### src/design/mips_params.svh
`ifndef MIPS_PARAMS_SVH
`define MIPS_PARAMS_SVH

// datapath word
`define DATA_WIDTH 32

// data RAM word address, 256 words
`define RAM_ADDR_W 8

// exception codes as in the CP0 cause register
`define EXC_NONE 5'd0
`define EXC_ADEL 5'd4
`define EXC_ADES 5'd5
`define EXC_SYS  5'd8
`define EXC_BP   5'd9

`endif
### src/design/mipsMemPkg.sv
package mipsMemPkg;

    // one enable per byte lane
    typedef logic [3:0] byteEn_t;

    // access width
    typedef enum logic [1:0] {
        BYTE,
        HALF,
        WORD
    } accSize_t;

    // cause register exception code
    typedef logic [4:0] excCode_t;

    // interrupt lines, 6 external plus 2 software
    typedef logic [7:0] intVec_t;

    // destination register, carried along with the data
    typedef logic [4:0] regAddr_t;

endpackage

### src/design/mipsInstrPkg.sv
`include "mips_params.svh"

package mipsInstrPkg;

    // one data word
    typedef logic [`DATA_WIDTH-1:0] word_t;

    // operations seen by the memory stage
    // ALU-type instructions arrive here as NOP
    typedef enum logic [3:0] {
        NOP,
        LW,
        LH,
        LHU,
        LB,
        LBU,
        SW,
        SH,
        SB,
        SYSCALL,
        BREAK,
        ERET
    } memOp_t;

endpackage

### src/design/memResult.sv
`include "mips_params.svh"

module memResult
    import mipsInstrPkg::*;
    import mipsMemPkg::*;
(
    input  logic     rValid,
    input  memOp_t   rOp,
    input  word_t    rAddr,
    input  regAddr_t rDestReg,
    input  accSize_t rSize,
    input  logic     rSignExt,
    input  logic [1:0] rOffset,
    input  word_t    rRamWord,
    input  excCode_t rExcCode,
    output logic     outValid,
    output memOp_t   outOp,
    output word_t    outRdata,
    output word_t    outAddr,
    output regAddr_t outDestReg,
    output logic     excValid,
    output excCode_t excCode,
    output word_t    badVaddr,
    output logic     eretPulse
);

    logic [7:0]  laneByte;
    logic [15:0] laneHalf;
    word_t       loadData;
    logic        isLoad;
    logic        addrErr;

    // lane picked by the low address bits
    assign laneByte = rRamWord[8*rOffset +: 8];
    assign laneHalf = rOffset[1] ? rRamWord[31:16] : rRamWord[15:0];

    always_comb begin
        case (rSize)
            BYTE: begin
                loadData = {{24{rSignExt & laneByte[7]}}, laneByte};
            end
            HALF: begin
                loadData = {{16{rSignExt & laneHalf[15]}}, laneHalf};
            end
            default: begin
                loadData = rRamWord;
            end
        endcase
    end

    assign isLoad = (rOp == LW) || (rOp == LH) || (rOp == LHU) ||
                    (rOp == LB) || (rOp == LBU);

    assign excValid = rValid && (rExcCode != `EXC_NONE);
    assign addrErr  = (rExcCode == `EXC_ADEL) || (rExcCode == `EXC_ADES);

    // faulted loads never read the RAM, so they return zero
    assign outRdata = (rValid && isLoad && !excValid) ? loadData : '0;

    assign outValid   = rValid;
    assign outOp      = rOp;
    assign outAddr    = rAddr;
    assign outDestReg = rDestReg;
    assign excCode    = excValid ? rExcCode : `EXC_NONE;
    assign badVaddr   = (excValid && addrErr) ? rAddr : '0;
    assign eretPulse  = rValid && (rOp == ERET);

endmodule

### config.mk
export PLATFORM = sky130hd
export DESIGN_NAME = memResult
export DESIGN_NICKNAME = d
export VERILOG_FILES = /design/src/design/mipsMemPkg.sv /design/src/design/mipsInstrPkg.sv /design/src/design/memResult.sv
export VERILOG_INCLUDE_DIRS = /design/src /design/src/design
export SDC_FILE = /design/constraint.sdc
export NUM_CORES = 1
export LEC_CHECK = 0
export ABC_AREA = 1
export BUFFER_PORTS_ARGS = -buffer_cell sky130_fd_sc_hd__buf_2
export CAP_MARGIN = 10
export CORE_AREA = 2 2 77 79
export DETAILED_ROUTE_END_ITERATION = 6
export DIE_AREA = 0 0 79 81
export GPL_ROUTABILITY_DRIVEN = 1
export GPL_TIMING_DRIVEN = 0
export PLACE_DENSITY = 0.84
export SYNTH_ARGS = -nofsm -noshare
export SYNTH_HDL_FRONTEND = slang
export SYNTH_SLANG_ARGS = --single-unit
### constraint.sdc
create_clock -name vclk -period 1.1
set_clock_uncertainty 0.1 [all_clocks]
set_input_delay 0.055 -clock vclk [all_inputs]
set_output_delay 0.055 -clock vclk [all_outputs]
set_load 0.03 [all_outputs]
After elaboration in Yosys (flattened, before gate mapping) --
Cells that the tools add are included. W data, S select, Z words.
Word-level totals: flip-flop bits (word level) 0, output and inout bits 113, word-level logic and storage cells 30
Cells by class: equal/unequal tests 9, shifts and indexed selects 1, mux-type cells 5, bitwise logic cells 2, reduce and logical (&&, ||, !) cells 13
Operators with widths (number):
- $mux W32 | 2
- $pmux W32 S2 | 1
- $shiftx A32 B6 Y8 | 1
- $mux W16 | 1
- $eq A5 B3 Y1 const B | 2
- $eq A4 B2 Y1 const B | 2
- $eq A4 B3 Y1 const B | 2
- $logic_and A1 B1 Y1 | 5
- $logic_or A1 B1 Y1 | 5
- $mux W5 | 1
- $reduce_bool A5 Y1 | 1
- $eq A4 B1 Y1 const B | 1
- $eq A4 B4 Y1 const B | 1
- $and A1 B1 Y1 | 2
- $eq A2 B1 Y1 const B | 1
- $logic_not A2 Y1 | 1
- $logic_not A1 Y1 | 1

Logic depth before layout (Yosys ltp) --
depth in word-level cells 8, mapped depth 10

Worst setup path before layout --
Ideal clock, no wire load.
path kind input port to output port, from input rExcCode[2], to output badVaddr[10], data arrival time 1.483 ns, data required time 0.945 ns, path slack -0.538 ns, cell stages on the path 7, buffers on the path 1, path through inv_1 nand3_1 nand2_1 nor2_1 nand2_1 buf_2 nor2_1
On the way: longest elaborated chain between the ends 4
Ends and longest elaborated chain:
- start: declaration | RTL line memResult.sv:15 | input excCode_t rExcCode,
- $eq A5 B3 Y1 (no line) or $reduce_bool A5 Y1 (tied branches)
- $logic_or A1 B1 Y1 or $logic_and A1 B1 Y1 (tied branches) | RTL line memResult.sv:55, memResult.sv:54
- $logic_and A1 B1 Y1 (*) | RTL line memResult.sv:65 | assign badVaddr = (excValid && addrErr) ? rAddr : '0;
- $mux W32 (*) | RTL line memResult.sv:65
- end: declaration | RTL line memResult.sv:23 | output word_t badVaddr,
Mark *: on every way between the ends. The rest lies on a longest branch, timed or not.

Worst setup path in the final report --
from input rExcCode[3], to output outRdata[2]
On the way: longest elaborated chain between the ends 5
Ends and longest elaborated chain:
- $reduce_bool A5 Y1 (no line)
- $logic_and A1 B1 Y1 | RTL line memResult.sv:54 | assign excValid = rValid && (rExcCode != `EXC_NONE);
- $logic_not A1 Y1 | RTL line memResult.sv:58 | assign outRdata = (rValid && isLoad && !excValid) ? loadData : '0;
- $logic_and A1 B1 Y1 | RTL line memResult.sv:58
- $mux W32 | RTL line memResult.sv:58
- end: declaration | RTL line memResult.sv:18 | output word_t outRdata,
Every way passes these cells.

==> impl_metrics.ini <==
[cells_and_area]
clkbuf_count = 0
layout_common_cells = 119 x buf_2, 81 x buf_6, 62 x nor2_4
layout.cells.non_filler = 604
regArea_um2 = 0
area_delta_synth_final_pct = 162
finish.net_count = 615
numSequentialCells = 0
diodes = 0
final_common_cell = buf_2
fillCellCount = 387
drive_gt1_share_pct = 71.1

[critical_path]
required_ns = 0.94
arrival_ns = 1.24
slowest_stage = nor3_4
cp-start-kind = input pin
path_class = in2out
critPathMaxStageDelay_ns = 0.18
crit_chain = buf_8 > nor3_4 > and2_4 > buf_6 > nand3b_4 > buf_12 > buf_16 > nor2_4 > buf_6
crit_path_frequent_cell = buf_6
end_kind = output pin
cp_max_fo = 6

[floorplan]
rows = 28
fp.dieH_um = 81
top_level_ports = 197
initial_utilization_pct = 26.9
core_um2 = 5680
die_area_um2 = 6400
dieWidth_um = 79

[route]
firstDrtPassIters = 4
antenna_left = 0
remaining_drc_errors = 0
routed_wl_mm = 8.83
drt_iter0_drc = 97
wl_per_cell_um = 14.6
vias_per_cell = 4.66
vias = 2815

[synth]
synth_compound_area_share_pct = 9.77
syn-num-nets = 398
yosysWarningCount = 0
synth_fa_ha_area_share_pct = 0
postSynthAreaPerCell_um2 = 4.85
synth_cells = 314
synth_top_family_by_area = simple AND/OR/NAND/NOR gates
yosys.area_share.simple_pct = 50.6
seq_area_frac_synth_pct = 0
synth_xor_xnor_area_share_pct = 0
synthMuxAreaShare_pct = 0
synth_area_um2 = 1520
synth_cell_types = 21

[global_route]
use_met3_pct = 7.11
met2_usage_pct = 52.3
grt_start_max_net_pins = 11
grt_pass1_vias = 2752
grt_use_met1_pct = 23.6
grt_pass1_wl_mm = 12.9
grt.busiest_layer = met2
antenna_found_initial = 0
grt_util_all_layers_pct = 25.1
grt-ovfl-total = 0

[hold_path]
hp-class = in2out

[sta]
fin_ws_ns = -0.300
grt_setup_unrepaired = true
finalCriticalPeriod_ns = 1.40
worst_pin_slew_ns = 0.354
setup_viol = 67
fmax_ghz = 0.714
slew_violations = 0
timing.final.crit_share_pct = 127
hold_viol = 0
relSlewSlack_pct = 76.2

[pwr]
power.leakage_uw = 0.00220
power_uw = 1210
power_density_nw_per_um2 = 303
max-vdd-ir-drop_v = 0.000284

[flow_run]
maxCapViolCount = 0

[placed_design]
dp_cells = 581
place_congestion = 0.893
hpwlAfterDp_mm = 6.01
port_buffers = 192

[status]
status = finished, violations left
violations = setup timing
## what timing repair did
item	in CTS	in global routing
resized for setup	198	33
endpoints found under the setup margin	67	69
buffers inserted	16	6
pin swaps	20	14
gates cloned	5	0
hold buffers	0	0
## final timing paths
kind	startpoint	endpoint	slack, ns	depth (start not counted)
worst max-delay path	rExcCode[3]	outRdata[2]	-0.30	9
worst min-delay path	rDestReg[3]	outDestReg[3]	0.26	2
## through the flow
| stage | hold WS (ns) | instance area [um^2] | setup slack [ns] | setup TNS, ns | util (%) |
|---|---|---|---|---|---|
| 2_1_floorplan | 0.142 | 1960 | -0.128 | -5.32 | - |
| 3_3_place_gp | 0.261 | 3020 | -0.458 | -23.43 | 53.2 |
| 3_5_place_dp | 0.261 | 3020 | -0.499 | -25.50 | 53.2 |
| 4_1_cts | 0.261 | 3930 | -0.316 | -16.55 | 69.2 |
| 5_1_grt | 0.271 | 3990 | -0.361 | -19.60 | 70.3 |
| 6_report | 0.260 | 3990 | -0.300 | -15.01 | 70.3 |
## Yosys cell counts (2+ instances only)
| cell | count | share of area [%] |
|---|---|---|
| nor2_1 | 109 | 27 |
| nand2_1 | 32 | 7.9 |
| inv_2 | 2 | 0.49 |
| inv_1 | 58 | 14 |
| a21boi_0 | 7 | 3.4 |
| o22ai_1 | 7 | 2.9 |
| or2_2 | 7 | 2.9 |
| clkbuf_1 | 3 | 0.74 |
| nand2_2 | 2 | 0.82 |
| nand2_4 | 2 | 1.5 |
| buf_4 | 43 | 21 |
| a21oi_1 | 9 | 3.0 |
| nand3_1 | 11 | 3.6 |
| nor2_2 | 10 | 4.1 |
| buf_2 | 6 | 2.0 |
## final cells by class
type / instances / area, um^2 / area share (%)
multi-input combinational: 201 / 1470 / 37.0
inverter: 60 / 239 / 5.99
tap: 75 / 93.8 / 2.35
timing repair buffer: 216 / 1750 / 43.8
buffer: 52 / 434 / 10.9
## logic make-up (layout without fill, tap and decap cells)
kind of cell	after synthesis	in the layout
and+or+nand+nor	177	177
AOI/OAI and AO/OA	24	24
buffers and inverters	113	328
## power breakdown
part | internal, uW | total [uW] | switching (uW)
registers | 0 | 0 | 0
logic | 490 | 1210 | 719
clock network | 0 | 0 | 0
total | 490 | 1210 | 719
## worst max-delay path: cells and delay by family
family | cells | cell delay [ns]
and+or+nand+nor | 4 | 0.55
buffers and inverters | 5 | 0.62
## routing by layer
layer	vias to the layer above	part of all wire, %
li1	1313	-
met1	1291	30
met2	188	56
met3	23	11
met4	0	2.9
met5	-	0
Power figures use the tool's default switching activity.
