==> src/design/mips_params.svh <==
`ifndef MIPS_PARAMS_SVH
`define MIPS_PARAMS_SVH

// datapath word
`define DATA_WIDTH 32

// data RAM word address, 256 words
`define RAM_ADDR_W 8

// exception codes as in the CP0 cause register
`define EXC_NONE 5'd0
`define EXC_ADEL 5'd4
`define EXC_ADES 5'd5
`define EXC_SYS  5'd8
`define EXC_BP   5'd9

`endif
==> src/design/mipsMemPkg.sv <==
package mipsMemPkg;

    // one enable per byte lane
    typedef logic [3:0] byteEn_t;

    // access width
    typedef enum logic [1:0] {
        BYTE,
        HALF,
        WORD
    } accSize_t;

    // cause register exception code
    typedef logic [4:0] excCode_t;

    // interrupt lines, 6 external plus 2 software
    typedef logic [7:0] intVec_t;

    // destination register, carried along with the data
    typedef logic [4:0] regAddr_t;

endpackage

==> src/design/mipsInstrPkg.sv <==
`include "mips_params.svh"

package mipsInstrPkg;

    // one data word
    typedef logic [`DATA_WIDTH-1:0] word_t;

    // operations seen by the memory stage
    // ALU-type instructions arrive here as NOP
    typedef enum logic [3:0] {
        NOP,
        LW,
        LH,
        LHU,
        LB,
        LBU,
        SW,
        SH,
        SB,
        SYSCALL,
        BREAK,
        ERET
    } memOp_t;

endpackage

==> src/design/memAccessIntf.sv <==
interface memAccessIntf import mipsInstrPkg::*, mipsMemPkg::*; ();

    logic     valid;
    memOp_t   op;
    word_t    addr;
    word_t    wdata;
    regAddr_t destReg;
    accSize_t size;
    logic     signExt;
    logic     isLoad;
    logic     isStore;
    // misaligned access, RAM must not be touched
    logic     fault;
    excCode_t excCode;

    modport decode (
        output valid, op, addr, wdata, destReg, size, signExt,
        output isLoad, isStore, fault, excCode
    );

    modport exec (
        input valid, op, addr, wdata, destReg, size, signExt,
        input isLoad, isStore, fault, excCode
    );

endinterface

==> src/design/memOpDecode.sv <==
`include "mips_params.svh"

module memOpDecode
    import mipsInstrPkg::*;
    import mipsMemPkg::*;
(
    input  logic      inValid,
    input  memOp_t    inOp,
    input  word_t     inAddr,
    input  word_t     inWdata,
    input  regAddr_t  inDestReg,
    input  logic [5:0] extInt,
    input  logic [1:0] swIp,
    input  intVec_t   intMask,
    output intVec_t   intPending,
    memAccessIntf.decode acc
);

    accSize_t size;
    logic     signExt;
    logic     isLoad;
    logic     isStore;
    logic     misaligned;
    excCode_t excCode;

    // size and class per operation
    always_comb begin
        size    = WORD;
        signExt = 1'b0;
        isLoad  = 1'b0;
        isStore = 1'b0;
        case (inOp)
            LW: begin
                isLoad = 1'b1;
            end
            LH: begin
                size    = HALF;
                signExt = 1'b1;
                isLoad  = 1'b1;
            end
            LHU: begin
                size   = HALF;
                isLoad = 1'b1;
            end
            LB: begin
                size    = BYTE;
                signExt = 1'b1;
                isLoad  = 1'b1;
            end
            LBU: begin
                size   = BYTE;
                isLoad = 1'b1;
            end
            SW: begin
                isStore = 1'b1;
            end
            SH: begin
                size    = HALF;
                isStore = 1'b1;
            end
            SB: begin
                size    = BYTE;
                isStore = 1'b1;
            end
            default: begin
            end
        endcase
    end

    // byte accesses never fault
    assign misaligned = ((size == WORD) && (inAddr[1:0] != 2'b00)) ||
                        ((size == HALF) && inAddr[0]);

    // address errors take priority, only one can apply anyway
    always_comb begin
        if (isLoad && misaligned) begin
            excCode = `EXC_ADEL;
        end else if (isStore && misaligned) begin
            excCode = `EXC_ADES;
        end else if (inOp == SYSCALL) begin
            excCode = `EXC_SYS;
        end else if (inOp == BREAK) begin
            excCode = `EXC_BP;
        end else begin
            excCode = `EXC_NONE;
        end
    end

    assign acc.valid   = inValid;
    assign acc.op      = inOp;
    assign acc.addr    = inAddr;
    assign acc.wdata   = inWdata;
    assign acc.destReg = inDestReg;
    assign acc.size    = size;
    assign acc.signExt = signExt;
    assign acc.isLoad  = isLoad;
    assign acc.isStore = isStore;
    assign acc.fault   = (isLoad || isStore) && misaligned;
    assign acc.excCode = excCode;

    // IP[7:2] external, IP[1:0] software, then status mask
    assign intPending = ({extInt, 2'b00} | intVec_t'(swIp)) & intMask;

endmodule

==> src/flat_wrapper.sv <==
// flat-port wrapper written by rule: the top's interface ports become plain ports
module memOpDecode_flat import mipsInstrPkg::*; import mipsMemPkg::*;
  (inValid, inOp, inAddr, inWdata, inDestReg, extInt, swIp, intMask, intPending, acc_valid, acc_op, acc_addr, acc_wdata, acc_destReg, acc_size, acc_signExt, acc_isLoad, acc_isStore, acc_fault, acc_excCode);
  memAccessIntf acc_i ();
  input  logic inValid;
  input  memOp_t inOp;
  input  word_t inAddr;
  input  word_t inWdata;
  input  regAddr_t inDestReg;
  input  logic [5:0] extInt;
  input  logic [1:0] swIp;
  input  intVec_t intMask;
  output intVec_t intPending;
  output wire logic [$bits(acc_i.valid)-1:0] acc_valid;
  output wire logic [$bits(acc_i.op)-1:0] acc_op;
  output wire logic [$bits(acc_i.addr)-1:0] acc_addr;
  output wire logic [$bits(acc_i.wdata)-1:0] acc_wdata;
  output wire logic [$bits(acc_i.destReg)-1:0] acc_destReg;
  output wire logic [$bits(acc_i.size)-1:0] acc_size;
  output wire logic [$bits(acc_i.signExt)-1:0] acc_signExt;
  output wire logic [$bits(acc_i.isLoad)-1:0] acc_isLoad;
  output wire logic [$bits(acc_i.isStore)-1:0] acc_isStore;
  output wire logic [$bits(acc_i.fault)-1:0] acc_fault;
  output wire logic [$bits(acc_i.excCode)-1:0] acc_excCode;
  assign acc_valid = acc_i.valid;
  assign acc_op = acc_i.op;
  assign acc_addr = acc_i.addr;
  assign acc_wdata = acc_i.wdata;
  assign acc_destReg = acc_i.destReg;
  assign acc_size = acc_i.size;
  assign acc_signExt = acc_i.signExt;
  assign acc_isLoad = acc_i.isLoad;
  assign acc_isStore = acc_i.isStore;
  assign acc_fault = acc_i.fault;
  assign acc_excCode = acc_i.excCode;
  memOpDecode u_core (.inValid(inValid), .inOp(inOp), .inAddr(inAddr), .inWdata(inWdata), .inDestReg(inDestReg), .extInt(extInt), .swIp(swIp), .intMask(intMask), .intPending(intPending), .acc(acc_i));
endmodule
==> config.mk <==
export PLATFORM = sky130hd
export DESIGN_NAME = memOpDecode_flat
export DESIGN_NICKNAME = d
export VERILOG_FILES = /design/src/design/mipsMemPkg.sv /design/src/design/mipsInstrPkg.sv /design/src/design/memAccessIntf.sv /design/src/design/memOpDecode.sv /design/src/flat_wrapper.sv
export VERILOG_INCLUDE_DIRS = /design/src /design/src/design
export SDC_FILE = /design/constraint.sdc
export NUM_CORES = 1
export LEC_CHECK = 0
export ABC_AREA = 1
export BUFFER_PORTS_ARGS = -buffer_cell sky130_fd_sc_hd__buf_2
export CELL_PAD_IN_SITES_DETAIL_PLACEMENT = 0
export CELL_PAD_IN_SITES_GLOBAL_PLACEMENT = 1
export CORE_AREA = 5 5 87 89
export DETAILED_ROUTE_END_ITERATION = 10
export DIE_AREA = 0 0 92 94
export GPL_TIMING_DRIVEN = 1
export PLACE_DENSITY_LB_ADDON = 0.1
export SLEW_MARGIN = 20
export SYNTH_ARGS = -nofsm -noshare
export SYNTH_HDL_FRONTEND = slang
export SYNTH_SLANG_ARGS = --single-unit
==> constraint.sdc <==
create_clock -name vclk -period 0.9
set_input_delay 0.18 -clock vclk [all_inputs]
set_output_delay 0.18 -clock vclk [all_outputs]
set_load 0.01 [all_outputs]
**Word-level counts from Yosys, hierarchy flattened**

Index checks and enable logic that the tools add are counted.
Widths: inputs -> output; s select.

- Flip-flop bits (word level): 0
- Bits in latches: 0
- Bits in writable memories: 0
- ROM bits: 0
- Word-level logic and storage cells: 35
- Memories kept: 0

- $add $sub $neg: 0
- Multipliers: 0
- Divide/modulo/power cells: 0
- $lt $le $gt $ge: 0
- Equality and inequality tests: 12
- Shifts and indexed selects: 0
- Mux-type cells: 8
- Bitwise logic cells: 2
- Reductions and logical operators: 13

Operator list:

| operator | number |
|---|---|
| $eq 4x3->1 const B | 4 |
| $mux 5 | 3 |
| $eq 4x4->1 const B | 3 |
| $reduce_or 3->1 | 3 |
| $and 8x8->8 | 1 |
| $eq 4x2->1 const B | 2 |
| $or 8x2->8 | 1 |
| $logic_and 1x1->1 | 5 |
| $reduce_or 5->1 | 1 |
| $eq 4x1->1 const B | 1 |
| $mux 4 | 1 |
| $pmux 2 s2 | 1 |
| $mux 1 | 3 |
| $eq 2x1->1 const B | 1 |
| $eq 2x2->1 const B | 1 |
| $logic_or 1x1->1 | 2 |
| $reduce_bool 2->1 | 1 |
| $reduce_or 2->1 | 1 |

**Longest topological paths before layout**

- Depth after elaboration: 9
- Gate-level depth with buffers: 7
- Depth with buffers taken out: 7

**Worst setup path before layout**

OpenSTA, ideal clock, no wires.

- Path type: input port to output port
- Start: input port inOp[2]
- End: output port acc_excCode[2]
- Arrival: 744 ps
- Data required time: 720 ps
- Setup slack: -24 ps
- Stages on the path: 6
- Path buffers: 0
- Path through: inv_1 nor2_2 nand2_1 nand2_1 nor2_1 nor2_1

- Elaborated cells between the ends (all ways): 26
- Classes of those cells: 11 x eq/ne; 6 x mux; 9 x reduce/logical

RTL lines:

| element | RTL line | RTL |
|---|---|---|
| from (decl) | flat_wrapper.sv:6 | `input memOp_t inOp;` |
| $eq 4x1->1 (tied with other cells) | memOpDecode.sv:32 | `case (inOp)` |
| $reduce_or 5->1 (no source line) (*) | -- |  |
| $mux 1 (*) | memOpDecode.sv:32 |  |
| via acc_isLoad | flat_wrapper.sv:21 | `output wire logic [$bits(acc_i.isLoad)-1:0] acc_isLoad;` |
| $logic_and 1x1->1 (*) | memOpDecode.sv:76 | `if (isLoad && misaligned) begin` |
| $mux 5 (*) | memOpDecode.sv:76 |  |
| to (decl) | flat_wrapper.sv:24 | `output wire logic [$bits(acc_i.excCode)-1:0] acc_excCode;` |

Mark *: on every way through the listed nets, which the timed path passes. The rest lies on a longest branch.

**Worst setup path after layout**

- Start: input port inOp[2]
- End: output port acc_excCode[0]

- Cells in the longest elaborated chain, start to end: 9
- Elaborated cells between the ends (all ways): 28
- Classes of those cells: 12 x eq/ne; 7 x mux; 9 x reduce/logical

RTL lines:

| element | RTL line | RTL |
|---|---|---|
| $eq 4x3->1 (tied with other cells) | memOpDecode.sv:32 |  |
| $reduce_or 3->1 (no source line) | -- |  |
| $pmux 2 s2 | memOpDecode.sv:32 |  |
| $eq 2x2->1 / $eq 2x1->1 (equally long branches) | memOpDecode.sv:71, memOpDecode.sv:72 |  |
| $logic_and 1x1->1 (on tied branches) | memOpDecode.sv:71, memOpDecode.sv:72 |  |
| $logic_or 1x1->1 | memOpDecode.sv:71 | `assign misaligned = ((size == WORD) && (inAddr[1:0] != 2'b00)) \|\|` |
| $logic_and 1x1->1 | memOpDecode.sv:78 | `end else if (isStore && misaligned) begin` |
| $mux 5 | memOpDecode.sv:78 |  |
| $mux 5 (*) | memOpDecode.sv:76 |  |

Every way passes the cells marked *; elsewhere a longest branch is shown, timed or not.

==> out/metrics.yaml <==
pwr:
  seqPwrFrac_pct: 0
  power_switching_uw: 163.0
  ir_worst_vdd_mv: 0.05045
  combPwrFrac_pct: 100.0
  power_density_mw_per_mm2: 444.6
  switching_share_pct: 48.85
  internal-power_uw: 170.7
  clkPwrFrac_pct: 0
  total_power_uw: 333.7
  p_leak_uw: 0.0004573
placed_design:
  post_dp_cell_area_um2: 591.8
  gp_congestion: 0.6270
  place_inst: 184
  dpl.hpwl_um: 1539
  portBuffers: 45
yosys:
  synth.most_common_cell: "buf_4"
  yosysSeqAreaShare_pct: 0
  ys_types: 10
  synth_area_um2: 780.7
  synth_area_leaders: "buf_4 (73%), nand2_1 (10%), inv_1 (5.8%), nor2_1 (2.9%), nand3_1 (2.6%)"
  synth_top_area_cell: "buf_4"
  ys_warn_count: 0
  avgSynthCellArea_um2: 6.148
  synth_top_area_share_pct: 73.08
  syn_inst: 127
  synthTopCellsByCount: "buf_4 (76), nand2_1 (21), inv_1 (12), nor2_1 (6), nand3_1 (4)"
route:
  drt_iter0_markers: 8
  routed-via-count: 549
  drt-total-wl_um: 1762
  wl_per_cell_um: 9.473
  drcViolationCount: 0
  drtAntennaViolNets: 0
  vias_per_cell: 2.952
  drt-pass1-iter-count: 2
cells_and_area:
  nClkBuffers: 0
  seq_cells: 0
  fillers: 788
  synthToLayoutAreaGrowth_pct: -3.846
  register_area_um2: 0
  antenna_cells: 0
  instances_no_fill: 186
  final_net_count: 198
  fin_area_um2: 750.7
  drive_gt1_share_pct: 69.81
critical_path:
  crit_buf_inv: 4
  path_cells: "buf_12 -> inv_4 -> nor2_4 -> nand2_2 -> nand2_2 -> inv_2 -> nand3_1 -> nand2_1 -> buf_2"
  cp.depth: 9
  crit_type: "in -> out"
  end_kind: "output port"
  crit_arrival_ns: 0.90
  cp_common_cell: "nand2_2"
  cpMaxStageDelayCell: "buf_2"
  slowest_delay_ns: 0.14
  cp.required_ns: 0.72
  critPathLaunchType: "input pin"
  path_delay_family: "simple AND/OR/NAND/NOR gates"
  path_max_fanout: 4
floorplan:
  start_util_pct: 11.69
  die_h_um: 94
  row_count: 30
  boundaryPins: 183
  coreArea_mm2: 0.006681
  die_width_um: 92
  fp.dieArea_mm2: 0.008648
global_routing:
  antenna_found_initial: 0
  grt_pass1_wl_um: 2753
  grt_pass1_vias: 633
  grt_max_degree: 7
  grt_overflow: 0
  grt_usage_pct: 3.677
timing:
  maxSlewViolCount: 0
  fin_ws_ns: -0.1770
  setup_tns_ns: -1.088
  finalCritPeriodShare_pct: 119.7
  hold_slack_ns: 0.3600
  fmax_mhz: 928.5
  hold_viol_final: 0
  post-route-min-period_ns: 1.077
  setup_viol: 9
  rsz0062_at_grt: "true"
flow_run:
  maxCapViolCount: 0
status:
  status: "finished, violations left"
  failed_checks: "negative setup slack"
min_path:
  hp-class: "in -> out"
  min_path_cells: 0
cts:
  cts_hold_buf: 0
power by group through the flow:
stage	clock network (µW)	logic, µW	registers (µW)
detailed placement	0	264	0
global route	0	367	0
finish	0	334	0
global placement	0	267	0
floorplan	0	442	0
CTS	0	341	0
what timing repair did:
action	CTS	global route
endpoints found under the hold margin	0	0
pin swaps	10	3
resized for setup	43	1
setup endpoints to repair	9	9
buffers inserted	2	0
worst paths after layout:
path,start,endpoint,slack (ns)
worst max-delay path,inOp[2],acc_excCode[0],-0.18
worst min-delay path,inAddr[25],acc_addr[25],0.36
area by class of cell:
| cell class | count | area [µm²] | area share [%] |
|---|---|---|---|
| multi-input combinational | 39 | 227.7 | 30.33 |
| tap | 80 | 100.1 | 13.33 |
| timing repair buffer | 54 | 356.6 | 47.50 |
| inverter | 13 | 66.31 | 8.833 |
cell usage in the layout (no fill, tap or decap):
| cell | n |
|---|---|
| buf_12 | 3 |
| buf_6 | 3 |
| inv_2 | 1 |
| nand3_1 | 2 |
| inv_4 | 2 |
| nor2_1 | 4 |
| buf_2 | 39 |
| nor2_4 | 5 |
| inv_1 | 9 |
| clkinv_8 | 1 |
| nand2_2 | 8 |
| nand2_1 | 14 |
| nand2_4 | 1 |
| buf_4 | 9 |
| nand3_2 | 2 |
| conb_1 | 2 |
| o21ai_1 | 1 |
routing by layer:
metal	GRT usage (%)	wire, µm
met1	2.476	421
met3	1.763	251
met5	0	0
met4	1.980	77
met2	7.847	1011
metrics by stage:
stage | worst slack [ns] | utilization (%)
2_1_floorplan | -0.02361 | -
3_3_place_gp | -0.3331 | 8.858
6_report | -0.1770 | 11.24
4_1_cts | -0.2030 | 11.16
5_1_grt | -0.2391 | 11.24
3_5_place_dp | -0.3046 | 8.858
kinds of logic after synthesis:
| kind of cell | count (synthesis) | synth area share [%] |
|---|---|---|
| compound gates | 1 | 0.6404 |
| buf+inv | 89 | 79.33 |
| simple gates | 36 | 19.55 |
| other cells | 1 | 0.4803 |
Note: power is estimated with default switching activity, not from simulation.
